--- src/simd_config.svh ---
// Build-time sizes for the packed SIMD unit, included by every RTL file and the testbench
`ifndef SIMD_CONFIG_SVH
`define SIMD_CONFIG_SVH

// Width of one lane half, so the full operand is twice this
`define SIMD_LANE_W 32

// Register stages from the issue port to the result port
`define SIMD_PIPE_DEPTH 3

// Width of the merged return code
`define SIMD_RET_W 2

`endif
--- src/simd_pkg.sv ---
// Opcode type and return-code layout shared by the SIMD RTL and its testbench
package simd_pkg;

  // Lane operations, 3-bit encoding
  typedef enum logic [2:0] {
    OP_ADD  = 3'd0,  // Wrapping add per half
    OP_SUB  = 3'd1,  // Wrapping subtract per half
    OP_MAX  = 3'd2,  // Unsigned maximum per half
    OP_XOR  = 3'd3,  // Bitwise exclusive or
    OP_SWAP = 3'd4,  // Exchange the A halves
    OP_HSUM = 3'd5   // Low A plus high A into both halves
  } simd_op_e;

  // Bit positions inside ret_code
  localparam int RET_CARRY = 0;  // Carry or borrow out of any half
  localparam int RET_ZERO  = 1;  // Whole 64-bit result is zero

  // Only the arithmetic ops report a carry, everything else forces it low
  function automatic logic op_has_carry(simd_op_e op);
    logic has_carry;
    case (op)
      OP_ADD, OP_SUB, OP_HSUM: has_carry = 1'b1;
      default:                 has_carry = 1'b0;
    endcase
    return has_carry;
  endfunction

endpackage

--- src/simd_unit.sv ---
// Top of the packed two-half SIMD unit with one issue port and a fixed-latency result port
`timescale 1ns/1ps
`include "simd_config.svh"

module simd_unit
  import simd_pkg::*;
(
  input  logic                       clk,
  input  logic                       reset,
  input  logic                       in_valid,
  input  simd_op_e                   op,
  input  logic [2*`SIMD_LANE_W-1:0]  a,
  input  logic [2*`SIMD_LANE_W-1:0]  b,
  output logic                       res_valid,
  output logic [2*`SIMD_LANE_W-1:0]  res,
  output logic [`SIMD_RET_W-1:0]     ret_code
);

  localparam int W     = `SIMD_LANE_W;
  localparam int DEPTH = `SIMD_PIPE_DEPTH;

  // Stage-1 A exchanged between the halves
  logic [W-1:0] lo_cross_a;
  logic [W-1:0] hi_cross_a;

  // Per-half status coming out of stage 3
  logic         lo_valid;
  logic         hi_valid;
  logic [W-1:0] lo_result;
  logic [W-1:0] hi_result;
  logic         lo_carry;
  logic         hi_carry;
  logic         lo_zero;
  logic         hi_zero;

  // The last entry of the opcode delay line lines up with the slice outputs
  simd_op_e     op_q [DEPTH];
  simd_op_e     ret_op;

  simd_half i_half_lo (
    .clk       (clk),
    .reset     (reset),
    .in_valid  (in_valid),
    .op        (op),
    .a         (a[W-1:0]),
    .b         (b[W-1:0]),
    .peer_a    (hi_cross_a),
    .cross_a   (lo_cross_a),
    .out_valid (lo_valid),
    .result    (lo_result),
    .carry     (lo_carry),
    .half_zero (lo_zero)
  );

  simd_half i_half_hi (
    .clk       (clk),
    .reset     (reset),
    .in_valid  (in_valid),
    .op        (op),
    .a         (a[2*W-1:W]),
    .b         (b[2*W-1:W]),
    .peer_a    (lo_cross_a),
    .cross_a   (hi_cross_a),
    .out_valid (hi_valid),
    .result    (hi_result),
    .carry     (hi_carry),
    .half_zero (hi_zero)
  );

  always_ff @(posedge clk) begin
    op_q[0] <= op;
    for (int i = 1; i < DEPTH; i++) begin
      op_q[i] <= op_q[i-1];
    end
  end

  assign ret_op = op_q[DEPTH-1];

  assign res_valid = lo_valid;  // Both halves run in lockstep
  assign res       = {hi_result, lo_result};

  // Carry only counts for the arithmetic ops
  assign ret_code[RET_CARRY] = op_has_carry(ret_op) & (lo_carry | hi_carry);
  assign ret_code[RET_ZERO]  = lo_zero & hi_zero;

  a_op_defined: assert property (
    @(posedge clk) disable iff (reset)
    in_valid |-> (op inside {OP_ADD, OP_SUB, OP_MAX, OP_XOR, OP_SWAP, OP_HSUM})
  ) else $error("simd_unit: undefined opcode issued");

  // A split here would mean the two slices saw different valids or resets
  a_halves_agree: assert property (
    @(posedge clk) disable iff (reset)
    lo_valid == hi_valid
  ) else $error("simd_unit: half slices disagree on out_valid");

  // Any reset inside the latency window disables the attempt
  a_fixed_latency: assert property (
    @(posedge clk) disable iff (reset)
    1'b1 |-> ##`SIMD_PIPE_DEPTH (res_valid == $past(in_valid, `SIMD_PIPE_DEPTH))
  ) else $error("simd_unit: res_valid does not follow in_valid by the pipeline depth");

endmodule

--- src/simd_half.sv ---
// One 32-bit half slice of the SIMD unit with its three-stage pipeline, used twice by the top
`timescale 1ns/1ps
`include "simd_config.svh"

module simd_half
  import simd_pkg::*;
(
  input  logic                     clk,
  input  logic                     reset,
  input  logic                     in_valid,
  input  simd_op_e                 op,
  input  logic [`SIMD_LANE_W-1:0]  a,
  input  logic [`SIMD_LANE_W-1:0]  b,
  input  logic [`SIMD_LANE_W-1:0]  peer_a,     // Stage-1 A of the other half
  output logic [`SIMD_LANE_W-1:0]  cross_a,    // Stage-1 A offered to the other half
  output logic                     out_valid,
  output logic [`SIMD_LANE_W-1:0]  result,
  output logic                     carry,
  output logic                     half_zero
);

  localparam int W     = `SIMD_LANE_W;
  localparam int DEPTH = `SIMD_PIPE_DEPTH;

  // Valid travels down a shift chain, one bit per register stage
  logic [DEPTH-1:0] valid_q;

  // Stage 1 holds the issued operands and op
  simd_op_e         s1_op;
  logic [W-1:0]     s1_a;
  logic [W-1:0]     s1_b;

  // Stage 2 holds the raw ALU output
  logic [W-1:0]     alu_result;
  logic             alu_carry;
  logic [W-1:0]     s2_result;
  logic             s2_carry;

  // Stage 3 is the output register
  logic [W-1:0]     s3_result;
  logic             s3_carry;
  logic             s3_zero;

  always_ff @(posedge clk) begin
    if (reset) begin
      valid_q <= '0;
    end else begin
      valid_q <= {valid_q[DEPTH-2:0], in_valid};
    end
  end

  always_ff @(posedge clk) begin
    s1_op <= op;
    s1_a  <= a;
    s1_b  <= b;
  end

  // The neighbor sees this A in the same cycle as our own ALU does
  assign cross_a = s1_a;

  simd_alu i_alu (
    .op     (s1_op),
    .a      (s1_a),
    .b      (s1_b),
    .peer_a (peer_a),
    .result (alu_result),
    .carry  (alu_carry)
  );

  always_ff @(posedge clk) begin
    s2_result <= alu_result;
    s2_carry  <= alu_carry;
  end

  // Zero detect sits in the last stage so the ALU path stays short
  always_ff @(posedge clk) begin
    s3_result <= s2_result;
    s3_carry  <= s2_carry;
    s3_zero   <= (s2_result == '0);
  end

  assign out_valid = valid_q[DEPTH-1];
  assign result    = s3_result;
  assign carry     = s3_carry;
  assign half_zero = s3_zero;

  // A valid beat must carry a known value, which catches a missing peer hookup
  a_result_known: assert property (
    @(posedge clk) disable iff (reset)
    out_valid |-> !$isunknown(result)
  ) else $error("simd_half: unknown result while out_valid is high");

endmodule

--- src/simd_alu.sv ---
// Combinational arithmetic for one lane half, instantiated once per slice
`timescale 1ns/1ps
`include "simd_config.svh"

module simd_alu
  import simd_pkg::*;
(
  input  simd_op_e                 op,
  input  logic [`SIMD_LANE_W-1:0]  a,
  input  logic [`SIMD_LANE_W-1:0]  b,
  input  logic [`SIMD_LANE_W-1:0]  peer_a,
  output logic [`SIMD_LANE_W-1:0]  result,
  output logic                     carry
);

  localparam int W = `SIMD_LANE_W;

  // One bit wider than the lane so the top bit is the carry or borrow
  logic [W:0] sum_ab;
  logic [W:0] diff_ab;
  logic [W:0] sum_peer;
  logic       a_ge_b;

  assign sum_ab   = {1'b0, a} + {1'b0, b};
  assign diff_ab  = {1'b0, a} - {1'b0, b};  // Bit W set means a borrow occurred
  assign sum_peer = {1'b0, a} + {1'b0, peer_a};
  assign a_ge_b   = (a >= b);  // Unsigned compare

  always_comb begin
    result = '0;
    carry  = 1'b0;
    case (op)
      OP_ADD: begin
        result = sum_ab[W-1:0];
        carry  = sum_ab[W];
      end
      OP_SUB: begin
        result = diff_ab[W-1:0];
        carry  = diff_ab[W];
      end
      OP_MAX: begin
        result = a_ge_b ? a : b;
      end
      OP_XOR: begin
        result = a ^ b;
      end
      OP_SWAP: begin
        result = peer_a;  // The neighbor's A lands in this half
      end
      OP_HSUM: begin
        // Both halves compute the same sum, so the two results always match
        result = sum_peer[W-1:0];
        carry  = sum_peer[W];
      end
      default: begin
        result = '0;
        carry  = 1'b0;
      end
    endcase
  end

endmodule

--- config.mk ---
export PLATFORM = sky130hd
export DESIGN_NAME = simd_unit
export DESIGN_NICKNAME = d
export VERILOG_FILES = /design/src/simd_pkg.sv /design/src/simd_unit.sv /design/src/simd_half.sv /design/src/simd_alu.sv
export VERILOG_INCLUDE_DIRS = /design/src /design/src/src
export SDC_FILE = /design/constraint.sdc
export NUM_CORES = 1
export LEC_CHECK = 0
export BUFFER_PORTS_ARGS = -buffer_cell sky130_fd_sc_hd__buf_2
export CORE_UTILIZATION = 50
export CTS_CLUSTER_DIAMETER = 120
export DETAILED_ROUTE_END_ITERATION = 6
export PLACE_DENSITY = 0.69
export SYNTH_ARGS = -nofsm -noshare
export SYNTH_HDL_FRONTEND = slang
export SYNTH_SLANG_ARGS = --single-unit
export TNS_END_PERCENT = 30
--- constraint.sdc ---
create_clock -name clk -period 6.4 [get_ports clk]
set_clock_uncertainty 0.05 [all_clocks]
set_input_delay 0.64 -clock clk [delete_from_list [all_inputs] [get_ports clk]]
set_output_delay 0.64 -clock clk [all_outputs]
set_load 0.02 [all_outputs]
After elaboration in Yosys (flattened, before gate mapping):

Memory sizes are Yosys's and may differ from the RTL's.
Index checks and enable logic that the tools add are counted.

* flip-flop bits (word level): 268
* bits in latches: 0
* bits in writable memories: 9
* bits in read-only memories: 0
* output and inout bits: 67
* memories: 1

Memory list
* op_q: depth 3, width 3, read ports 3, clocked after Yosys merged registers in 0, wr ports 3, RTL line simd_unit.sv:37 `simd_op_e op_q [DEPTH];`

* add/sub/neg operators: 5
* $mul: 0
* div/mod/pow operators: 0
* $lt $le $gt $ge: 2
* equality and inequality tests: 7
* shift operators: 0
* multiplexer cells: 7
* bitwise gates (word level): 5
* reductions and logical operators: 5

Operators by type and width (number)
* $pmux 32 s6: 2
* $add 32x32->33: 3
* $sub 32x32->33: 2
* $ge 32x32->1: 2
* $logic_not 32->1: 2
* $mux 32: 2
* $xor 32x32->32: 2
* $eq 3x3->1 const B: 3
* $eq 3x1->1 const B: 2
* $eq 3x2->1 const B: 2
* $logic_not 3->1: 2
* $pmux 1 s3: 2
* $reduce_or 3->1: 1
* $and 1x1->1: 2
* $mux 1: 1
* $or 1x1->1: 1

Depth between registers and ports, before layout:

* depth after elaboration: 4
* mapped depth: 15

Hierarchy:

From an unflattened synthesis, not the netlist that was laid out.

* cells, all modules: 2367
* area, all modules: 19486.2 um^2

By module, submodules not included
* simd_alu at i_half_lo.i_alu: instances 1, cells an instance 1063, area an instance 6937.9 um^2
* simd_alu at i_half_hi.i_alu: instances 1, cells an instance 989, area an instance 6666.4 um^2
* simd_half: instances 2, cells an instance 151, area an instance 2834.0 um^2
* simd_unit: instances 1, cells an instance 13, area an instance 214.0 um^2

Worst setup path before layout:

Ideal clock, no wire load.

* path type: reg2reg
* from: register i_half_hi.s1_a[1] (netlist: i_half_hi.cross_a[1])
* to: register i_half_hi.s2_result[18]
* library setup time: 138 ps
* arrival: 2969 ps
* required time: 6212 ps
* slack: 3242 ps
* stages on the path, launching flop included: 13
* path buffers: 1
* cell sequence: dfxtp_1 -> ha_1 -> nor2b_1 -> o31a_1 -> o31ai_2 -> nand2_1 -> a31oi_1 -> o21ai_1 -> a21oi_2 -> buf_4 -> mux2_2 -> a222oi_1 -> o211ai_1

* cells in the longest elaborated chain, start to end: 3
* elaborated cells on any way between the ends: 6

Ends and longest elaborated chain
* start: declaration: RTL line simd_half.sv:30 `logic [W-1:0] s1_a;`
* start signal: assignment: RTL line simd_half.sv:54 `s1_a <= a;`
* $ge 32x32->1: RTL line simd_alu.sv:27 `assign a_ge_b = (a >= b);`
* $mux 32: RTL line simd_alu.sv:42 `result = a_ge_b ? a : b;`
* $pmux 32 s6 *: RTL line simd_alu.sv:32 `case (op)`
* via i_half_hi.alu_result[18]: RTL line simd_half.sv:34 `logic [W-1:0] alu_result;`
* end signal: assignment: RTL line simd_half.sv:71 `s2_result <= alu_result;`
* end: declaration: RTL line simd_half.sv:36 `logic [W-1:0] s2_result;`

The timed path passes the listed nets; every way through them passes the cells marked *.
A chain may end at the register's enable or synchronous reset.

Worst setup path in the final report:

* from: register i_half_lo.s1_a[9] (netlist: i_half_lo.cross_a[9])
* to: register i_half_lo.s2_result[22]

* cells in the longest elaborated chain, start to end: 3
* elaborated cells on any way between the ends: 6

Ends and longest elaborated chain (RTL line)
* start: declaration: simd_half.sv:30
* start signal: assignment: simd_half.sv:54
* $ge 32x32->1: simd_alu.sv:27
* $mux 32: simd_alu.sv:42
* $pmux 32 s6 *: simd_alu.sv:32
* via i_half_lo.alu_result[22]: simd_half.sv:34
* end signal: assignment: simd_half.sv:71
* end: declaration: simd_half.sv:36

Marked as above.

==> flow_summary.yaml <==
run_status:
  outcome: "finished clean"
clock_network:
  clock_latency_ns: 0.57
  post_cts_resized: 0
  cts_tree: "yes"
  cts.clk_slew.worst_paths_ns: 0.06
  cts-root-buf: "clkbuf_16"
  postCtsHoldBufs: 0
  post_cts_buffers: 0
  clock_path_buffers: 3
  cts_num_sinks: 274
  htreeDepth: 1
  cts_buffers: 29
synth:
  synth.avg_cell_area_sq_um: 8.36
  ys_ff_latch: 274
  synthTopCellsByArea: "dfxtp_1, ha_1, a21oi_1, nor2_1, xnor2_1"
  synth_nets: 2384
  ys_types: 93
  netlist_area_sq_um: 17400
  synth_largest_area_cell: "dfxtp_1"
  ys_async_sr_fraction_pct: 0
  synth-edff-count: 0
  syn_inst: 2085
  yosysTopAreaCellShare_pct: 31.5
  synthFlopType: "dfxtp_1"
  ys_warn_count: 0
  ys_seq_area_share_pct: 31.5
setup_path:
  reg2regPathDepth: 11
  critPathLaunchType: "register"
  reg2reg_slack_ns: 2.01
  r2r_start: "i_half_lo.cross_a[9]"
  crit_path_max_fanout: 49
  critPathCaptureType: "register"
  critPathArrivalTime_ns: 4.78
  crit_type: "register to register"
  crit_required_ns: 6.79
  timing.rr.end: "i_half_lo.s2_result[22]"
  worstSetupStartpoint: "i_half_lo.cross_a[9]"
detailed_routing:
  dr.first_iter.drc_count: 1712
  wirelength_mm: 62.9
  final_antenna_net_count: 0
  avgViaCountPerCell: 6.36
  wl_per_cell_um: 23.4
  routed-via-count: 17100
  firstDrtPassIters: 6
  drc_errors: 0
grt:
  grt_start_max_net_pins: 50
  grt_pass1_wl_mm: 94.0
  grt-ovfl-total: 0
  globalRouteTotalUtil_pct: 34.5
  antenna_found_initial: 0
  grt_pass1_vias: 15600
die:
  start_util_pct: 51.4
  die-height_um: 189
  io_pins: 201
  die-area_sq_um: 35600
  dieWidth_um: 189
  num_rows: 67
  core-area_sq_um: 33900
timing:
  worst_slew_pin_slew_ns: 1.39
  rsz0062_at_grt: "false"
  fin_crit_sh_pct: 68.6
  slew_headroom_pct: 7.05
  setup_violations: 0
  tns_ns: 0
  slew_viol_final: 0
  hold-worst-slack_ns: 0.124
  max_freq_ghz: 0.228
  finalHoldViolCount: 0
  layout_min_cycle_time_ns: 4.39
min_path:
  worst_hold_path.endpoint: "i_half_hi.cross_a[19]"
  hold_class: "input pin to register"
  whs_path_depth: 1
  hold_start: "a[51]"
layout:
  syn_to_final_growth_pct: 12.8
  fin_nets: 2515
  antenna_cells: 0
  layout_common_cells: "dfxtp_1, buf_2, nor2_1"
  final_cell_area_sq_um: 19700
  n_fill_cell: 3151
  fin_cells: 2683
  drive_above_1_share_pct: 15.0
  layout_commonest_cell: "dfxtp_1"
  final_core_util_pct: 58.0
placement:
  dp_hpwl_mm: 48.1
  dpl.cell_count: 2633
  place_area_sq_um: 18600
  place.gp.congestion: 1.00
  io_buffers: 200
power_and_ir_drop:
  p_per_area_nw_per_um2: 269
  power.leakage_nw: 8.74
  irDropWorstVdd_uv: 283
job:
  max_cap_viol_count: 0
through the flow:
stage	power [mW]	setup slack [ns]
after floorplan	3.04	3.24
after global placement	3.49	2.12
after detailed placement	3.49	2.06
after CTS	5.27	2.04
after global routing	5.50	1.81
final	5.28	2.01
cells in the mapped netlist (all sizes together) (30+ instances only):
library cell  instances
clkbuf               80
nor2                200
nor3                 48
nor4                 33
a21oi               179
buf                  39
o21ai                95
nand3                30
ha                  160
a21o                 53
nand2               140
inv                 127
xnor2                66
o211ai               36
dfxtp               274
mux2i                36
power by group:
group	leakage (nW)	internal (mW)	switching (mW)	total (mW)
logic	5.94	0.549	0.912	1.46
clock network	0.489	1.07	0.710	1.78
registers	2.30	1.90	0.145	2.04
layer usage:
| layer | up-vias | GRT usage [%] | share of wire, % |
|---|---|---|---|
| li1 | 7908 | - | - |
| met1 | 8082 | 52.2 | 46 |
| met2 | 972 | 49.8 | 41 |
| met3 | 99 | 5.90 | 10 |
| met4 | 0 | 8.96 | 2.7 |
| met5 | - | 0 | 0 |
worst max path at each step:
stage                               to  slack [ns]  depth (start not counted)
2_1_floorplan  i_half_hi.s2_result[18]        3.24                         12
3_3_place_gp   i_half_lo.s2_result[22]        2.12                         12
3_5_place_dp   i_half_lo.s2_result[19]        2.06                         11
4_1_cts        i_half_lo.s2_result[22]        2.04                         11
5_1_grt        i_half_lo.s2_result[22]        1.81                         11
6_report       i_half_lo.s2_result[22]        2.01                         11
cells by family (layout without fill, tap and decap cells):
| kind of cell | Yosys count | after routing | share of synthesized area (%) |
|---|---|---|---|
| XOR/XNOR | 88 | 88 | 4.42 |
| flip-flops | 274 | 274 | 31.5 |
| AND/OR/NAND/NOR | 586 | 586 | 16.0 |
| buffers and inverters | 247 | 397 | 5.71 |
| multiplexers | 44 | 44 | 2.59 |
| adder cells (fa/ha/maj) | 165 | 165 | 12.1 |
| AO/OA/AOI/OAI | 681 | 681 | 27.7 |
worst max-delay path, cell delays in order, from the launching register on:
cell      delay [ns]
dfxtp_1         0.38
ha_1            0.53
nand4_1         0.25
a211oi_1        0.33
o31ai_1         0.21
a21oi_1         0.44
o21ai_2         0.12
nand4b_4        0.18
a21bo_2         0.92
mux2_2          0.42
a222oi_1        0.33
nand2_1         0.08
sequential cells by signal, indices dropped and copies added, names as in the netlist:
| register | flops |
|---|---|
| i_half_hi.s2_carry | 1 |
| op_q | 7 |
| i_half_lo.carry | 1 |
| i_half_lo.s1_op | 2 |
| i_half_hi.cross_a | 32 |
| i_half_hi.carry | 1 |
| i_half_lo.half_zero | 1 |
| i_half_lo.s2_result | 32 |
| i_half_lo.s2_carry | 1 |
| i_half_lo.s1_b | 32 |
| i_half_hi.result | 32 |
| i_half_lo.result | 32 |
| i_half_hi.s2_result | 32 |
| i_half_lo.cross_a | 32 |
| i_half_hi.half_zero | 1 |
| i_half_hi.s1_b | 32 |
| i_half_lo.valid_q | 3 |
final cells by class:
cell class	instances	area [sq um]	share of cell area, %
sequential	274	5490	27.9
timing repair buffer	219	1140	5.82
multi-input combinational	1564	11000	55.8
inverter	128	480	2.44
clock buffer	38	830	4.22
tap	448	561	2.85
clock inverter	12	183	0.929
Power figures use the tool's default switching activity.
